===== config.mk =====
export PLATFORM = sky130hd
export DESIGN_NAME = resultFifo
export DESIGN_NICKNAME = d
export VERILOG_FILES = /design/src/include/layerWeights.svh /design/src/hdl/neuralPkg.sv /design/src/hdl/resultFifo.sv
export SDC_FILE = /design/constraint.sdc
export NUM_CORES = 1
export LEC_CHECK = 0
export ABC_AREA = 1
export BUFFER_PORTS_ARGS = -buffer_cell sky130_fd_sc_hd__buf_2
export CORE_UTILIZATION = 35
export DETAILED_ROUTE_END_ITERATION = 8
export GPL_ROUTABILITY_DRIVEN = 0
export PLACE_DENSITY = 0.5
export SKIP_CTS_REPAIR_TIMING = 1
export SLEW_MARGIN = 20
export SYNTH_ARGS = -nofsm -noshare
export SYNTH_HDL_FRONTEND = slang
export SYNTH_SLANG_ARGS = --single-unit

===== constraint.sdc =====
create_clock -name clk -period 2.3 [get_ports clk]
set_input_delay 0.23 -clock clk [delete_from_list [all_inputs] [get_ports clk]]
set_output_delay 0.23 -clock clk [all_outputs]
set_load 0.005 [all_outputs]

===== src/include/layerWeights.svh =====
localparam neuralPkg::activation_t [0:neuralPkg::InputCount*neuralPkg::HiddenCount-1]
	HiddenWeights = {
		-8'sd18, -8'sd31, 8'sd9, -8'sd31, -8'sd4, -8'sd12, 8'sd23, 8'sd31,
		-8'sd21, -8'sd12, -8'sd17, 8'sd11, 8'sd4, -8'sd12, 8'sd15,
		8'sd12, -8'sd7, 8'sd25, 8'sd3, -8'sd19, 8'sd8, -8'sd26, 8'sd14,
		8'sd5, -8'sd11, 8'sd30, -8'sd2, 8'sd17, -8'sd9, 8'sd6,
		-8'sd5, 8'sd22, -8'sd14, 8'sd27, 8'sd10, -8'sd3, -8'sd29, 8'sd1,
		8'sd19, -8'sd24, 8'sd7, 8'sd13, -8'sd8, 8'sd26, -8'sd16,
		8'sd31, 8'sd4, -8'sd10, -8'sd22, 8'sd16, -8'sd27, 8'sd2, 8'sd9,
		-8'sd13, 8'sd20, -8'sd6, -8'sd30, 8'sd24, 8'sd11, -8'sd1,
		-8'sd25, 8'sd18, 8'sd6, -8'sd15, 8'sd29, -8'sd9, 8'sd12, -8'sd20,
		8'sd3, 8'sd28, -8'sd17, 8'sd8, -8'sd4, -8'sd23, 8'sd14,
		8'sd7, -8'sd28, 8'sd19, 8'sd11, -8'sd2, 8'sd24, -8'sd13, 8'sd5,
		-8'sd31, 8'sd9, 8'sd15, -8'sd18, 8'sd21, -8'sd6, 8'sd27,
		8'sd16, 8'sd10, -8'sd21, -8'sd4, 8'sd8, 8'sd13, 8'sd30, -8'sd11,
		-8'sd26, 8'sd2, -8'sd14, 8'sd23, -8'sd7, 8'sd18, -8'sd3,
		-8'sd9, -8'sd16, 8'sd28, 8'sd20, -8'sd24, 8'sd5, -8'sd1, 8'sd17,
		8'sd11, -8'sd29, 8'sd26, -8'sd12, 8'sd9, 8'sd4, -8'sd22,
		8'sd23, -8'sd3, -8'sd8, 8'sd6, -8'sd30, 8'sd19, 8'sd15, -8'sd27,
		8'sd14, 8'sd7, -8'sd20, 8'sd1, 8'sd29, -8'sd15, 8'sd10,
		-8'sd14, 8'sd27, 8'sd3, -8'sd18, 8'sd12, -8'sd6, -8'sd23, 8'sd21,
		-8'sd10, 8'sd16, 8'sd2, 8'sd25, -8'sd28, 8'sd13, -8'sd5
	};

localparam neuralPkg::bias_t [0:neuralPkg::HiddenCount-1]
	HiddenBiases = {
		16'sd1024, -16'sd512, 16'sd256, 16'sd768, -16'sd128,
		16'sd384, 16'sd0, -16'sd640, 16'sd896, 16'sd192
	};

localparam neuralPkg::activation_t [0:neuralPkg::HiddenCount*neuralPkg::ScoreCount-1]
	OutputWeights = {
		8'sd14, -8'sd9, 8'sd21, -8'sd6, 8'sd11,
		-8'sd17, 8'sd8, 8'sd3, -8'sd12, 8'sd19,
		-8'sd7, 8'sd16, -8'sd13, 8'sd22, -8'sd4,
		8'sd9, -8'sd20, 8'sd15, 8'sd6, -8'sd11,
		8'sd10, 8'sd5, -8'sd18, -8'sd8, 8'sd23,
		-8'sd3, 8'sd12, -8'sd21, 8'sd17, -8'sd2,
		-8'sd15, 8'sd20, 8'sd4, 8'sd13, -8'sd10,
		8'sd24, -8'sd6, -8'sd1, -8'sd19, 8'sd7
	};

localparam neuralPkg::bias_t [0:neuralPkg::ScoreCount-1]
	OutputBiases = {
		16'sd512, -16'sd256, 16'sd128, -16'sd384
	};


===== src/hdl/neuralPkg.sv =====
`default_nettype none

package neuralPkg;

	localparam int ActWidth = 8;
	localparam int ProductWidth = 2 * ActWidth;
	localparam int BiasWidth = 16;
	localparam int AccumWidth = 23; // Room for 15 products plus bias.
	localparam int FracBits = 6; // Fraction bits dropped at the output.
	localparam int ActMax = (1 << (ActWidth - 1)) - 1;
	localparam int NeuronLatency = 3;

	localparam int InputCount = 15;
	localparam int HiddenCount = 10;
	localparam int ScoreCount = 4;

	typedef logic signed [ActWidth-1:0] activation_t;
	typedef logic signed [ProductWidth-1:0] product_t;
	typedef logic signed [BiasWidth-1:0] bias_t;
	typedef logic signed [AccumWidth-1:0] accum_t;

	// Element 0 sits in the low byte.
	typedef struct packed
	{
		activation_t [InputCount-1:0] act;
	} inVector_t;

	typedef struct packed
	{
		activation_t [HiddenCount-1:0] act;
	} hiddenVector_t;

	typedef struct packed
	{
		activation_t [ScoreCount-1:0] act;
	} scoreVector_t;

endpackage

`default_nettype wire


===== src/hdl/resultFifo.sv =====
`timescale 1ns/1ps
`default_nettype none

module resultFifo #(
	parameter int Depth = 8
) (
	input wire clk,
	input wire reset,
	input wire push,
	input wire neuralPkg::scoreVector_t pushData,
	input wire pop,
	output neuralPkg::scoreVector_t popData,
	output logic empty
);

	localparam int PtrWidth = (Depth > 1) ? $clog2(Depth) : 1;
	localparam int CountWidth = $clog2(Depth + 1);

	typedef logic [PtrWidth-1:0] ptr_t;
	typedef logic [CountWidth-1:0] count_t;

	neuralPkg::scoreVector_t mem [Depth];
	ptr_t readPtr;
	ptr_t writePtr;
	count_t count;

	// Wraps at Depth, which need not be a power of two.
	function automatic ptr_t nextPtr(ptr_t ptr);
		if (ptr == ptr_t'(Depth - 1))
			return '0;
		return ptr + 1'b1;
	endfunction

	always_ff @(posedge clk)
	begin
		if (push)
		begin
			mem[writePtr] <= pushData;
		end
	end

	always_ff @(posedge clk)
	begin
		if (reset)
		begin
			readPtr <= '0;
			writePtr <= '0;
			count <= '0;
		end
		else
		begin
			if (push)
				writePtr <= nextPtr(writePtr);
			if (pop)
				readPtr <= nextPtr(readPtr);
			count <= count + count_t'(push) - count_t'(pop);
		end
	end

	assign popData = mem[readPtr]; // Head entry shows without a read delay.
	assign empty = (count == '0);

endmodule

`default_nettype wire


---- Word-level counts from Yosys, hierarchy flattened ----
Memory sizes are Yosys's and may differ from the RTL's. A register that Yosys moved wholly into a read port is not among the register bits.
Cells that the tools add are included.
storage, ports and cells
  output and inout port bits .............. 33
  register bits ........................... 10
  input port bits ......................... 36
  word-level logic and storage cells ...... 25
  bits in writable memories ............... 256
  memories ................................ 1
operators by class
  $add $sub $neg .......................... 4
  eq/ne operators ......................... 2
  reductions and logical operators ........ 1
  mux-type cells .......................... 14
memories
  name  words  bits a word  read ports  clocked after memory_dff  wr ports  RTL line          source
  mem   8      32           1           1                         1         resultFifo.sv:22  neuralPkg::scoreVector_t mem [Depth];
operators by type and width
  operator                                     number
  2-to-1 mux 3 bit                             6
  2-to-1 mux 1 bit                             8
  adder 3 x 1 -> 3 bit, second input constant  2
  == test 3 bit, second input constant         2
  adder 4 x 1 -> 4 bit                         1
  logical NOT 4 bit                            1
  subtractor 4 x 1 -> 4 bit                    1

---- Depth between registers and ports, before layout ----
  depth in word-level cells ............... 7
  mapped depth ............................ 9
  depth with buffers taken out ............ 9

---- Worst setup path before layout ----
Ideal clock, no wire load.
  path kind ............................... register -> register
  from .................................... reg writePtr[2]
  to ...................................... mem mem[2][0] (netlist bit), enable pin
  buffers on the path ..................... 0
  arrival ................................. 1.830 ns
  slack ................................... 0.049 ns
  stages on the path, launching flop included .. 4
  path through ............................ dfxtp_1 > inv_1 > nand2_1 > nor2_1
RTL lines
  element                 RTL line          source
  start, declared         resultFifo.sv:24  ptr_t writePtr;
  start signal, assigned  resultFifo.sv:53  writePtr <= nextPtr(writePtr);
  end, declared           resultFifo.sv:22
Straight into the memory's write port.

==> impl_metrics.yaml <==
status:
  status: "completed"
setup_path:
  worstPathArrival_ps: 1890
  required_ps: 2070
  path_max_fanout: 32
  crit_type: "reg2out"
  end_kind: "primary output"
  cp-start-kind: "flop"
global_route:
  grt_antenna_before_repair: 0
  grt_overflow: 0
  grt_pass1_vias: 7522
  grt_usage_pct: 15.96
  grt_first_pass_wirelength_um: 41670
  grt_max_degree: 129
synthesis:
  yosys_most_used_dff: "edfxtp_1"
  synth.area.top_cells: "edfxtp_1 (65%), nand2_1 (14%), inv_1 (8.7%)"
  ys_seq_area_share_pct: 67.32
  avgSynthCellArea_sq_um: 9.913
  synth_top_area_share_pct: 65.11
  synth-warning-count: 0
  synth-seq-cells: 269
  syn_inst: 1191
  synth_edf_count: 256
  syn_nets: 1237
  synth_cell_type_count: 19
  yosys.cell_count.top_type: "nand2_1"
  synth_top_cell_by_area: "edfxtp_1"
  synth_area_sq_um: 11810
  ys_async_sr_fraction_pct: 0
  synthTopCellsByCount: "nand2_1 (431), inv_1 (273), edfxtp_1 (256)"
clocking:
  cts_buffers: 30
  cts_root_buf: "clkbuf_16"
  ctsLongestPathBuffers: 3
  htreeDepth: 1
  clkSlewWorstSetupHoldPaths_ps: 60
  cts.sinks: 269
  worstSkewPairLatency_ps: 550
  cts_tree: "done"
routing:
  drc: 0
  wl_per_cell_um: 15.32
  routed_wl_um: 27130
  ant_nets: 0
  drt-initial-drc-count: 419
  vias: 7783
  viasPerCell: 4.395
  drt_pass1_iterations: 5
final_layout:
  n_fill_cell: 3236
  multi_input_area_sq_um: 2587
  syn2layout_area_growth_pct: 18.98
  nets: 1350
  regArea_sq_um: 7956
  drive_gt1_share_pct: 11.82
  final_cells: 1771
  finish.instance_area_sq_um: 14050
placed_design:
  place_inst: 1682
  postPlaceCellArea_sq_um: 12770
  io_buffer_count: 68
  hpwlAfterDp_um: 14950
power_and_ir_drop:
  irDropWorstVdd_v: 0.0006363
  p_leak_nw: 6.420
  powerDensity_nw_per_um2: 796.3
  power.total_mw: 11.19
sta:
  max-slew-margin-rel_pct: 71.56
  report.final.slew_viol_count: 0
  fmax_mhz: 471.4
  worst_pin_slew_ps: 426.6
  setup_viol: 0
  rsz0062_at_grt: "false"
  hold_viol: 0
  holdWs_ps: 4.206
  period_needed_ps: 2121
  fin_crit_sh_pct: 92.23
  fin_skew_ps: 15.50
  setup_tns_ps: 0
worst_hold_path:
  hold_class: "in2reg"
die:
  start_util_pct: 35.92
  dieHeight_um: 185.7
  rows: 66
  pin_count: 69
  dieWidth_um: 185.7
  core_sq_um: 32870
  die-area_sq_um: 34470
job:
  maxCapViolCount: 0
[sequential cells by signal, summed over array words and instances (netlist names), named ones only]
register / cells
count: 4
writePtr: 3
mem: 256
readPtr: 3
[worst max-delay path, stage by stage (launching register included)]
cell     delay (ps)
dfxtp_4         390
inv_8           210
buf_12          230
nand2_1          70
nand3_1          70
nand2_1          60
nand2_1          50
nand2_1         100
buf_2           150
[report_power, final]
group,internal (mW),switching (mW)
logic,0.443,0.769
clock network,2.50,1.90
registers,5.52,0.0487
[cells by family (layout without fill, tap and decap cells)]
kind of cell | count (synthesis) | after routing | share of synthesized area [%]
AOI/OAI and AO/OA | 9 | 9 | 0.4028
adders and majority gates | 10 | 10 | 1.123
DFF | 269 | 269 | 67.32
other | 0 | 1 | 0
and+or+nand+nor | 579 | 579 | 19.81
buffers and inverters | 323 | 460 | 11.28
xor gates and xnor gates | 1 | 1 | 0.07420
[final cells by class]
type | instances | share of cell area [%]
diodes | 1 | 0.01781
well taps | 442 | 3.937
clock buffers | 35 | 5.478
clock inverters | 21 | 1.015
flip-flops and latches | 269 | 56.64
multi-input cells | 599 | 18.42
repair buffers | 129 | 7.090
inverters | 275 | 7.402
[layer usage]
layer | wire, um | vias to the layer above | share of wire, % | global-route usage [%]
met5 | 0 | - | 0 | 0
met4 | 424 | 0 | 1.6 | 3.672
met3 | 985 | 33 | 3.6 | 2.250
met2 | 12920 | 121 | 48 | 27.52
met1 | 12800 | 3700 | 47 | 21.21
li1 | - | 3929 | - | -
[worst paths after layout]
| kind | slack, ps | to | start | cells after the start |
|---|---|---|---|---|
| setup / recovery | 180 | popData[27] | flop | 8 |
| hold / removal | 4 | writePtr[0] | push | 3 |
| setup reg to reg | 700 | mem[2][8] | writePtr[0] | 4 |
| hold reg to reg | 500 | flop | readPtr[1] | 2 |
[cells in the final DEF, fill, tap and decap left out, drive strengths merged, types with 2 or more instances in the layout]
master | netlist | layout
nand2 | 431 | 431
inv | 275 | 275
edfxtp | 256 | 256
nand3 | 130 | 130
buf | 40 | 97
clkbuf | 8 | 36
dlygate4sd3 | 0 | 31
clkinv | 0 | 18
nor2 | 17 | 17
dfxtp | 13 | 13
ha | 9 | 9
a21oi | 6 | 6
o21ai | 2 | 2
clkinvlp | 0 | 2
[stage by stage]
stage	worst slack, ps	util, %
2_1_floorplan	48.69	-
3_3_place_gp	595.5	38.87
3_5_place_dp	598.0	38.87
4_1_cts	11.07	41.64
5_1_grt	42.47	42.73
6_report	178.6	42.74
(Power assumes the default switching activity.)
